$ cat config.mk
export PLATFORM = sky130hd
export DESIGN_NAME = fetch_top
export DESIGN_NICKNAME = d
export VERILOG_FILES = /design/src/rvc_pkg.sv /design/src/fetch_apb_master.sv /design/src/fetch_top.sv /design/src/instr_realigner.sv /design/src/rvc_expander.sv
export SDC_FILE = /design/constraint.sdc
export NUM_CORES = 1
export LEC_CHECK = 0
export BUFFER_PORTS_ARGS = -buffer_cell sky130_fd_sc_hd__buf_2
export CAP_MARGIN = 20
export CORE_MARGIN = 2
export CORE_UTILIZATION = 55
export DETAILED_ROUTE_END_ITERATION = 8
export PLACE_DENSITY = 0.83
export SKIP_LAST_GASP = 1
export SLEW_MARGIN = 25
export SYNTH_ARGS = -nofsm -noshare
export SYNTH_HDL_FRONTEND = slang
export SYNTH_SLANG_ARGS = --single-unit
$ cat constraint.sdc
create_clock -name clk_i -period 3.8 [get_ports clk_i]
set_clock_uncertainty 0.05 [all_clocks]
set_input_delay 0.38 -clock clk_i [delete_from_list [all_inputs] [get_ports clk_i]]
set_output_delay 0.38 -clock clk_i [all_outputs]
set_load 0.05 [all_outputs]
$ cat src/rvc_pkg.sv
`default_nettype none

package rvc_pkg;

    // ------------------------------------------------------------------
    // widths and constants
    // ------------------------------------------------------------------
    localparam int unsigned XLEN     = 32;              // data and address width
    localparam logic [31:0] RESET_PC = 32'h0000_0000;   // first fetch address
    localparam int unsigned BUF_HW   = 3;               // realigner depth in halfwords

    // base opcodes produced by the expander
    typedef enum logic [6:0] {
        LOAD   = 7'b0000011,
        STORE  = 7'b0100011,
        OP_IMM = 7'b0010011,
        OP     = 7'b0110011,
        LUI    = 7'b0110111,
        BRANCH = 7'b1100011,
        JAL    = 7'b1101111,
        JALR   = 7'b1100111
    } opcode_e;

    // instr[1:0], Q3 marks a 32-bit instruction
    typedef enum logic [1:0] {
        Q0 = 2'b00,
        Q1 = 2'b01,
        Q2 = 2'b10,
        Q3 = 2'b11
    } quadrant_e;

    typedef enum logic [1:0] {
        IDLE,
        SETUP,
        ACCESS
    } apb_state_e;

    // ------------------------------------------------------------------
    // payloads between the fetch blocks
    // ------------------------------------------------------------------
    typedef struct packed {
        logic [XLEN-1:0] data;      // prdata as read
        logic [XLEN-1:0] addr;      // word address
        logic            bus_err;   // pslverr of this transfer
    } fetch_word_t;

    typedef struct packed {
        logic [XLEN-1:0] pc;
        logic [31:0]     instr;       // upper half zero for compressed
        logic            compressed;
        logic            bus_err;
    } raw_instr_t;

    typedef struct packed {
        logic [XLEN-1:0] pc;
        logic [31:0]     instr;       // always the 32-bit base form
        logic            compressed;
        logic            illegal;
        logic            bus_err;
    } fetch_instr_t;

endpackage

`default_nettype wire

$ cat src/fetch_apb_master.sv
`timescale 1ns/100ps
`default_nettype none

module fetch_apb_master
    import rvc_pkg::*;
(
    input  wire logic             clk_i,
    input  wire logic             rst_i,
    input  wire logic             word_ready_i,
    output logic                  word_valid_o,
    output fetch_word_t           word_o,
    output logic                  psel_o,
    output logic                  penable_o,
    output logic [XLEN-1:0]       paddr_o,
    input  wire logic [XLEN-1:0]  prdata_i,
    input  wire logic             pready_i,
    input  wire logic             pslverr_i
);

    apb_state_e      state_q, state_nxt;
    logic [XLEN-1:0] addr_q;    // address of the word being or next fetched
    logic            done;      // access completes this cycle

    assign done = (state_q == ACCESS) && pready_i;

    always_comb begin
        state_nxt = state_q;
        case (state_q)
            IDLE:    if (word_ready_i) state_nxt = SETUP;   // only with room reserved
            SETUP:   state_nxt = ACCESS;
            ACCESS:  if (pready_i) state_nxt = word_ready_i ? SETUP : IDLE;
            default: state_nxt = IDLE;
        endcase
    end

    always_ff @(posedge clk_i or negedge rst_i) begin
        if (!rst_i) begin
            state_q <= IDLE;
            addr_q  <= RESET_PC;
        end else begin
            state_q <= state_nxt;
            if (done)
                addr_q <= addr_q + 32'd4;   // strictly sequential
        end
    end

    // ------------------------------------------------------------------
    // bus and word channel outputs
    // ------------------------------------------------------------------
    assign psel_o         = (state_q != IDLE);
    assign penable_o      = (state_q == ACCESS);
    assign paddr_o        = addr_q;
    assign word_valid_o   = done;
    assign word_o.data    = prdata_i;
    assign word_o.addr    = addr_q;
    assign word_o.bus_err = pslverr_i;

    a_setup_first: assert property (@(posedge clk_i) disable iff (!rst_i)
        penable_o |-> psel_o && $past(psel_o));
    a_addr_hold: assert property (@(posedge clk_i) disable iff (!rst_i)
        psel_o && !(penable_o && pready_i) |=> $stable(paddr_o));

endmodule

`default_nettype wire

$ cat src/fetch_top.sv
`timescale 1ns/100ps
`default_nettype none

module fetch_top
    import rvc_pkg::*;
(
    input  wire logic             clk_i,
    input  wire logic             rst_i,
    // apb toward instruction memory
    output logic                  psel_o,
    output logic                  penable_o,
    output logic [XLEN-1:0]       paddr_o,
    input  wire logic [XLEN-1:0]  prdata_i,
    input  wire logic             pready_i,
    input  wire logic             pslverr_i,
    // instruction stream out
    output logic                  inst_valid_o,
    output fetch_instr_t          inst_o,
    input  wire logic             inst_ready_i
);

    logic        word_valid, word_ready;
    fetch_word_t word;
    raw_instr_t  raw_instr;

    fetch_apb_master fetch_apb_master_i (
        .clk_i, .rst_i,
        .word_ready_i (word_ready), .word_valid_o (word_valid), .word_o (word),
        .psel_o, .penable_o, .paddr_o, .prdata_i, .pready_i, .pslverr_i
    );

    instr_realigner instr_realigner_i (
        .clk_i, .rst_i,
        .word_valid_i (word_valid), .word_i (word), .word_ready_o (word_ready),
        .instr_valid_o (inst_valid_o), .instr_o (raw_instr), .instr_ready_i (inst_ready_i)
    );

    rvc_expander rvc_expander_i (.instr_i (raw_instr), .instr_o (inst_o));   // no latency

endmodule

`default_nettype wire

$ cat src/instr_realigner.sv
`timescale 1ns/100ps
`default_nettype none

module instr_realigner
    import rvc_pkg::*;
(
    input  wire logic         clk_i,
    input  wire logic         rst_i,
    input  wire logic         word_valid_i,
    input  wire fetch_word_t  word_i,
    output logic              word_ready_o,
    output logic              instr_valid_o,
    output raw_instr_t        instr_o,
    input  wire logic         instr_ready_i
);

    logic [BUF_HW*16-1:0] buf_q, buf_nxt;   // halfword 0 is the oldest
    logic [BUF_HW-1:0]    err_q, err_nxt;   // bus_err per halfword
    logic [1:0]           cnt_q, cnt_rem;
    logic [2:0]           cnt_nxt;
    logic [XLEN-1:0]      pc_q, pc_nxt;     // pc of halfword 0
    logic                 is32, have, out_free, load;
    logic [1:0]           take;             // halfwords consumed this cycle
    logic                 instr_valid_q;
    raw_instr_t           instr_q;

    // ------------------------------------------------------------------
    // length detect, consume, append
    // ------------------------------------------------------------------
    always_comb begin
        is32     = (quadrant_e'(buf_q[1:0]) == Q3);
        have     = is32 ? (cnt_q >= 2'd2) : (cnt_q >= 2'd1);
        out_free = !instr_valid_q || instr_ready_i;
        load     = out_free && have;
        take     = load ? (is32 ? 2'd2 : 2'd1) : 2'd0;
        cnt_rem  = cnt_q - take;
        buf_nxt  = buf_q >> (16 * take);            // drop consumed halfwords
        err_nxt  = err_q >> take;
        pc_nxt   = pc_q + {{(XLEN-3){1'b0}}, take, 1'b0};
        cnt_nxt  = {1'b0, cnt_rem};
        if (word_valid_i) begin
            cnt_nxt = cnt_rem + 3'd2;
            if (cnt_rem == 2'd0) begin              // empty, restart pc from word
                buf_nxt[31:0] = word_i.data;
                err_nxt[1:0]  = {2{word_i.bus_err}};
                pc_nxt        = word_i.addr;
            end else begin                          // one halfword left over
                buf_nxt[47:16] = word_i.data;
                err_nxt[2:1]   = {2{word_i.bus_err}};
            end
        end
    end

    // room for a whole word even after anything arriving now
    assign word_ready_o = (cnt_nxt <= 3'(BUF_HW - 2));

    // ------------------------------------------------------------------
    // state and output register
    // ------------------------------------------------------------------
    always_ff @(posedge clk_i or negedge rst_i) begin
        if (!rst_i) begin
            cnt_q         <= 2'd0;
            pc_q          <= RESET_PC;
            instr_valid_q <= 1'b0;
        end else begin
            cnt_q <= cnt_nxt[1:0];
            pc_q  <= pc_nxt;
            if (load)
                instr_valid_q <= 1'b1;
            else if (instr_ready_i)
                instr_valid_q <= 1'b0;              // taken, nothing new
        end
    end

    always_ff @(posedge clk_i) begin
        buf_q <= buf_nxt;
        err_q <= err_nxt;
        if (load) begin
            instr_q.pc         <= pc_q;
            instr_q.instr      <= is32 ? buf_q[31:0] : {16'h0000, buf_q[15:0]};
            instr_q.compressed <= !is32;
            instr_q.bus_err    <= is32 ? (err_q[0] | err_q[1]) : err_q[0];
        end
    end

    assign instr_valid_o = instr_valid_q;
    assign instr_o       = instr_q;

    // stalled output holds until the consumer takes it
    a_hold: assert property (@(posedge clk_i) disable iff (!rst_i)
        instr_valid_o && !instr_ready_i |=> instr_valid_o && $stable(instr_o));

endmodule

`default_nettype wire

$ cat src/rvc_expander.sv
`timescale 1ns/100ps
`default_nettype none

module rvc_expander
    import rvc_pkg::*;
(
    input  wire raw_instr_t   instr_i,
    output fetch_instr_t      instr_o
);

    // ------------------------------------------------------------------
    // field extraction from the compressed halfword
    // ------------------------------------------------------------------
    logic [15:0] c;
    quadrant_e   quad;
    logic [2:0]  f3;
    logic [4:0]  rd;            // also rs1 for ci/cr forms
    logic [4:0]  rs2;
    logic [4:0]  rdp;           // x8..x15, also rs2'
    logic [4:0]  rs1p;          // x8..x15
    logic [11:0] imm_ci;        // sign extended 6-bit immediate
    logic [11:0] imm_4spn;
    logic [11:0] imm_lw;        // c.lw / c.sw offset
    logic [11:0] imm_16sp;
    logic [11:0] imm_lwsp;
    logic [11:0] imm_swsp;
    logic [12:0] imm_b;         // branch offset, bit 0 zero
    logic [20:0] imm_j;         // jump offset, bit 0 zero
    logic [31:0] exp_instr;
    logic        ill_c;

    assign c    = instr_i.instr[15:0];
    assign quad = quadrant_e'(c[1:0]);
    assign f3   = c[15:13];
    assign rd   = c[11:7];
    assign rs2  = c[6:2];
    assign rdp  = {2'b01, c[4:2]};
    assign rs1p = {2'b01, c[9:7]};

    assign imm_ci   = {{7{c[12]}}, c[6:2]};
    assign imm_4spn = {2'b00, c[10:7], c[12:11], c[5], c[6], 2'b00};
    assign imm_lw   = {5'b00000, c[5], c[12:10], c[6], 2'b00};
    assign imm_16sp = {{3{c[12]}}, c[4:3], c[5], c[2], c[6], 4'b0000};
    assign imm_lwsp = {4'b0000, c[3:2], c[12], c[6:4], 2'b00};
    assign imm_swsp = {4'b0000, c[8:7], c[12:9], 2'b00};
    assign imm_b    = {{5{c[12]}}, c[6:5], c[2], c[11:10], c[4:3], 1'b0};
    assign imm_j    = {{10{c[12]}}, c[8], c[10:9], c[6], c[7], c[2], c[11], c[5:3], 1'b0};

    // ------------------------------------------------------------------
    // expansion table
    // ------------------------------------------------------------------
    always_comb begin
        exp_instr = '0;
        ill_c     = 1'b0;
        case (quad)
            Q0: begin
                case (f3)
                    3'b000: begin                           // c.addi4spn
                        exp_instr = {imm_4spn, 5'd2, 3'b000, rdp, OP_IMM};
                        ill_c     = (c[12:5] == 8'h00);     // catches all-zero halfword too
                    end
                    3'b010: exp_instr = {imm_lw, rs1p, 3'b010, rdp, LOAD};   // c.lw
                    3'b110: begin                           // c.sw
                        exp_instr = {imm_lw[11:5], rdp, rs1p, 3'b010, imm_lw[4:0], STORE};
                    end
                    default: ill_c = 1'b1;                  // fp forms and reserved slot
                endcase
            end
            Q1: begin
                case (f3)
                    3'b000: exp_instr = {imm_ci, rd, 3'b000, rd, OP_IMM};       // c.addi / c.nop
                    3'b001, 3'b101: begin                   // c.jal links x1, c.j links x0
                        exp_instr = {imm_j[20], imm_j[10:1], imm_j[11], imm_j[19:12],
                                     4'b0000, ~f3[2], JAL};
                    end
                    3'b010: exp_instr = {imm_ci, 5'd0, 3'b000, rd, OP_IMM};     // c.li
                    3'b011: begin
                        ill_c = ({c[12], c[6:2]} == 6'b000000);  // zero imm reserved
                        if (rd == 5'd2)                           // c.addi16sp
                            exp_instr = {imm_16sp, 5'd2, 3'b000, 5'd2, OP_IMM};
                        else                                      // c.lui
                            exp_instr = {{15{c[12]}}, c[6:2], rd, LUI};
                    end
                    3'b100: begin
                        case (c[11:10])
                            2'b00: begin                    // c.srli
                                exp_instr = {7'b0000000, c[6:2], rs1p, 3'b101, rs1p, OP_IMM};
                                ill_c     = c[12];          // shamt[5] is rv64 only
                            end
                            2'b01: begin                    // c.srai
                                exp_instr = {7'b0100000, c[6:2], rs1p, 3'b101, rs1p, OP_IMM};
                                ill_c     = c[12];
                            end
                            2'b10: exp_instr = {imm_ci, rs1p, 3'b111, rs1p, OP_IMM};  // c.andi
                            default: begin
                                ill_c = c[12];              // subw / addw not on rv32
                                case (c[6:5])
                                    2'b00: exp_instr = {7'b0100000, rdp, rs1p, 3'b000, rs1p, OP};
                                    2'b01: exp_instr = {7'b0000000, rdp, rs1p, 3'b100, rs1p, OP};
                                    2'b10: exp_instr = {7'b0000000, rdp, rs1p, 3'b110, rs1p, OP};
                                    default: exp_instr = {7'b0000000, rdp, rs1p, 3'b111, rs1p, OP};
                                endcase
                            end
                        endcase
                    end
                    default: begin                          // c.beqz / c.bnez
                        exp_instr = {imm_b[12], imm_b[10:5], 5'd0, rs1p, 2'b00, f3[0],
                                     imm_b[4:1], imm_b[11], BRANCH};
                    end
                endcase
            end
            Q2: begin
                case (f3)
                    3'b000: begin                           // c.slli
                        exp_instr = {7'b0000000, c[6:2], rd, 3'b001, rd, OP_IMM};
                        ill_c     = c[12];
                    end
                    3'b010: begin                           // c.lwsp
                        exp_instr = {imm_lwsp, 5'd2, 3'b010, rd, LOAD};
                        ill_c     = (rd == 5'd0);
                    end
                    3'b100: begin
                        if (!c[12] && rs2 == 5'd0) begin    // c.jr
                            exp_instr = {12'h000, rd, 3'b000, 5'd0, JALR};
                            ill_c     = (rd == 5'd0);
                        end else if (!c[12]) begin          // c.mv
                            exp_instr = {7'b0000000, rs2, 5'd0, 3'b000, rd, OP};
                        end else if (rs2 == 5'd0) begin
                            exp_instr = {12'h000, rd, 3'b000, 5'd1, JALR};  // c.jalr
                            ill_c     = (rd == 5'd0);       // c.ebreak, no system opcode here
                        end else begin                      // c.add
                            exp_instr = {7'b0000000, rs2, rd, 3'b000, rd, OP};
                        end
                    end
                    3'b110: begin                           // c.swsp
                        exp_instr = {imm_swsp[11:5], rs2, 5'd2, 3'b010, imm_swsp[4:0], STORE};
                    end
                    default: ill_c = 1'b1;                  // fp stack forms
                endcase
            end
            default: ill_c = 1'b1;                          // q3 never marked compressed
        endcase
    end

    assign instr_o.pc         = instr_i.pc;
    assign instr_o.instr      = instr_i.compressed ? exp_instr : instr_i.instr;
    assign instr_o.compressed = instr_i.compressed;
    assign instr_o.illegal    = instr_i.compressed ? ill_c : (&instr_i.instr);  // all ones
    assign instr_o.bus_err    = instr_i.bus_err;

endmodule

`default_nettype wire

==> qor.yml <==
status: "finished, violations left"
violations: "design-rule violations"
p_per_area_nw_per_um2: 997
drc: 1
fin_tns_setup_ns: 0
ir_worst_vdd_mv: 0.834
start_util: 0.560
drive_above_1_share: 0.257
avgSynthCellArea_sq_um: 10.0
crit_required_ns: 3.37
maxSlewViolCount: 0
nFillCells: 1485
grt_remaining_overflow: 0
worstSetupStartpoint: "instr_realigner_i.instr_o[13]$_DFFE_PN_"
reg2reg_from: "instr_realigner_i.buf_q[0]$_DFF_P_"
ff_latch_area_sq_um: 4790
postRouteAntennaNets: 0
cts_buffers: 17
synth_area_leaders: "edfxtp_1 24%, dfrtp_1 16%, dfxtp_1 6.8%, nand2_1 4.1%, xnor2_1 3.0%"
port_buffers: 135
coreArea_sq_um: 18000
num_antenna_cells: 0
ff2ff_path_depth: 9
endpoint_kind: "primary output"
cts_hold_buf: 1
clock_latency_ns: 0.43
multiInputGateArea_sq_um: 4620
synth-main-ff-cell: "edfxtp_1"
clock_path_buffers: 2
finalWeightedCongestion: 1.01
path_class: "reg -> out"
ys_ff_latch: 182
setup_viol: 0
grt_pass1_vias: 8154
cts_tree: "built"
placed_cells: 1306
r2r_slack_ns: 0.81
globalRouteTotalUtil: 0.282
cts.htree.levels: 4
drt_iter0_markers: 1179
die_area_sq_um: 19400
async_reset_ff_frac: 0.363
die_y_um: 139
power_leakage_nw: 4.87
tightestPinTransition_ns: 0.917
wl_um: 27600
finalCritPeriodShare: 0.899
yosysTopAreaCellShare: 0.245
crit_arrival_ns: 2.99
yosysWarnings: 0
finalCriticalPeriod_ns: 3.42
syn_to_final_growth_pct: 13.4
layout.nets: 1139
synth-seq-area-share: 0.477
vias: 8536
yosysTopAreaCell: "edfxtp_1"
maxSlewHeadroom: 0.389
stdcell_count: 1339
drv_cap: 0
place_ws_ns: 0.787
synth_cells: 1001
clk_pin_slew_ns: 0.07
grt_pass1_wl_um: 44000
path_max_fanout: 10
hp-class: "in -> reg"
endpoint: "inst_o[20]"
viasPerCell: 6.37
cts_resized: 0
clockRootBuffer: "clkbuf_16"
place_hpwl_um: 19000
wire_per_inst_um: 20.6
cp-start-kind: "flop"
r2r-end: "instr_realigner_i.buf_q[27]$_DFFE_PP_"
synth_area_sq_um: 10100
rows: 49
drt_pass1_iterations: 9
die_x_um: 139
postCtsSetupRepairBufs: 0
clock_sinks: 182
utilization: 0.635
synth_edf_count: 82
max_freq_mhz: 293
io_pins: 139
antenna_found_initial: 0
rsz0062_at_grt: "false"
worst_slack_ns: 0.384
final_hold_viol_count: 0
grt_max_degree: 55
synth_cell_types: 83
hold_ws_ns: 0.140
[worst min path at each step]
stage,from,slack (ns),depth (start not counted),end
5_1_grt,prdata_i[12],0.14,2,instr_realigner_i.buf_q[12]$_DFF_P_
3_5_place_dp,rst_i,0.36,1,fetch_apb_master_i.paddr_o[3]$_DFFE_PN0P_
4_1_cts,prdata_i[12],0.13,2,instr_realigner_i.buf_q[12]$_DFF_P_
3_3_place_gp,rst_i,0.36,1,fetch_apb_master_i.paddr_o[7]$_DFFE_PN0P_
2_1_floorplan,rst_i,0.03,0,fetch_apb_master_i.paddr_o[10]$_DFFE_PN0P_
6_report,prdata_i[12],0.14,2,instr_realigner_i.buf_q[12]$_DFF_P_
[sequential cells by signal, summed over array words and instances, names as in the netlist]
signal and cells:
instr_realigner_i.cnt_q 2, instr_realigner_i.pc_q 31, fetch_apb_master_i.paddr_o 30, instr_realigner_i.instr_valid_o 1
instr_realigner_i.instr_o 65, fetch_apb_master_i.state_q 2, instr_realigner_i.buf_q 48, instr_realigner_i.err_q 3
[cell usage in the layout, fill, tap and decap left out, drive strengths merged, types with 4 or more instances in the layout]
| cell type | n |
|---|---|
| a211oi | 8 |
| a21o | 5 |
| a21oi | 36 |
| a221o | 17 |
| a221oi | 4 |
| a31oi | 25 |
| a41oi | 4 |
| and2 | 24 |
| and3 | 27 |
| and4 | 8 |
| buf | 180 |
| clkbuf | 18 |
| clkinv | 6 |
| dfrtp | 66 |
| dfxtp | 34 |
| edfxtp | 82 |
| ha | 5 |
| inv | 29 |
| mux2 | 43 |
| mux2i | 5 |
| nand2 | 110 |
| nand2b | 7 |
| nand3 | 35 |
| nand4 | 29 |
| nor2 | 51 |
| nor2b | 8 |
| nor3 | 20 |
| nor4 | 14 |
| o211ai | 21 |
| o21ai | 57 |
| o221ai | 8 |
| o22ai | 10 |
| o2bb2ai | 6 |
| or3 | 4 |
| xnor2 | 35 |
| xor2 | 25 |
[layout make-up]
| type | count | share of cell area |
|---|---|---|
| clock inverter | 14 | 0.0114 |
| inverter | 23 | 0.00768 |
| clock buffer | 18 | 0.0395 |
| multi-input combinational | 692 | 0.405 |
| sequential | 182 | 0.421 |
| timing repair buffer | 181 | 0.0909 |
| tap | 229 | 0.0251 |
[synth_stat cells (all sizes together), types with 3 or more instances]
library cell,instances
a221oi,4
nand4,29
o2bb2ai,6
inv,21
a22oi,3
and3,27
dfxtp,34
nor3b,3
xnor2,35
o31ai,3
a21oi,36
mux2,43
ha,5
o221ai,8
nand2,110
dfrtp,66
buf,60
mux2i,5
o22ai,10
a211oi,8
and4,8
o211ai,21
nor3,20
a32oi,3
a41oi,4
nor2,51
edfxtp,82
a221o,17
nor2b,8
nor4,14
nand3,35
a31oi,25
clkbuf,46
a21o,5
and2,24
o21ai,57
xor2,25
or3,4
nand2b,7
[critical path: stages, from the launching register on]
cell      delay, ns
edfxtp_1       0.61
or4_1          0.59
o21ai_1        0.40
nor2_1         0.19
a211oi_1       0.25
o221ai_1       0.23
buf_2          0.27
[metal layers]
layer  up-vias  wire length [um]  part of all wire  global-route usage
li1       3857                 -                 -                   -
met4         0              1080             0.039               0.115
met3        92              2690             0.097              0.0673
met2       541             12400              0.45               0.428
met5         -                 0                 0                   0
met1      4046             11400              0.41               0.393
[where the power goes]
part	internal, mW	switching (mW)	total (mW)	leakage [nW]
sequential	2.97	0.710	3.68	1.96
clock	0.904	0.808	1.71	0.279
combinational	1.78	4.19	5.97	2.63
total	5.66	5.71	11.4	4.87
[per-stage QoR]
stage	area [sq um]	total power [mW]
finish	11400	11.4
global route	11400	11.9
CTS	11400	11.2
detailed placement	10800	9.50
global placement	10800	9.43
floorplan	10100	8.00
[cells by family after synthesis]
family | after synthesis | share of synthesized area
buf+inv | 129 | 0.0661
other cells | 1 | 0.000373
mux | 48 | 0.0584
flops | 182 | 0.477
fa+ha+maj | 5 | 0.00622
simple gates | 349 | 0.186
compound gates | 227 | 0.153
xor+xnor | 60 | 0.0530
Note: power is estimated with default switching activity, not from simulation.
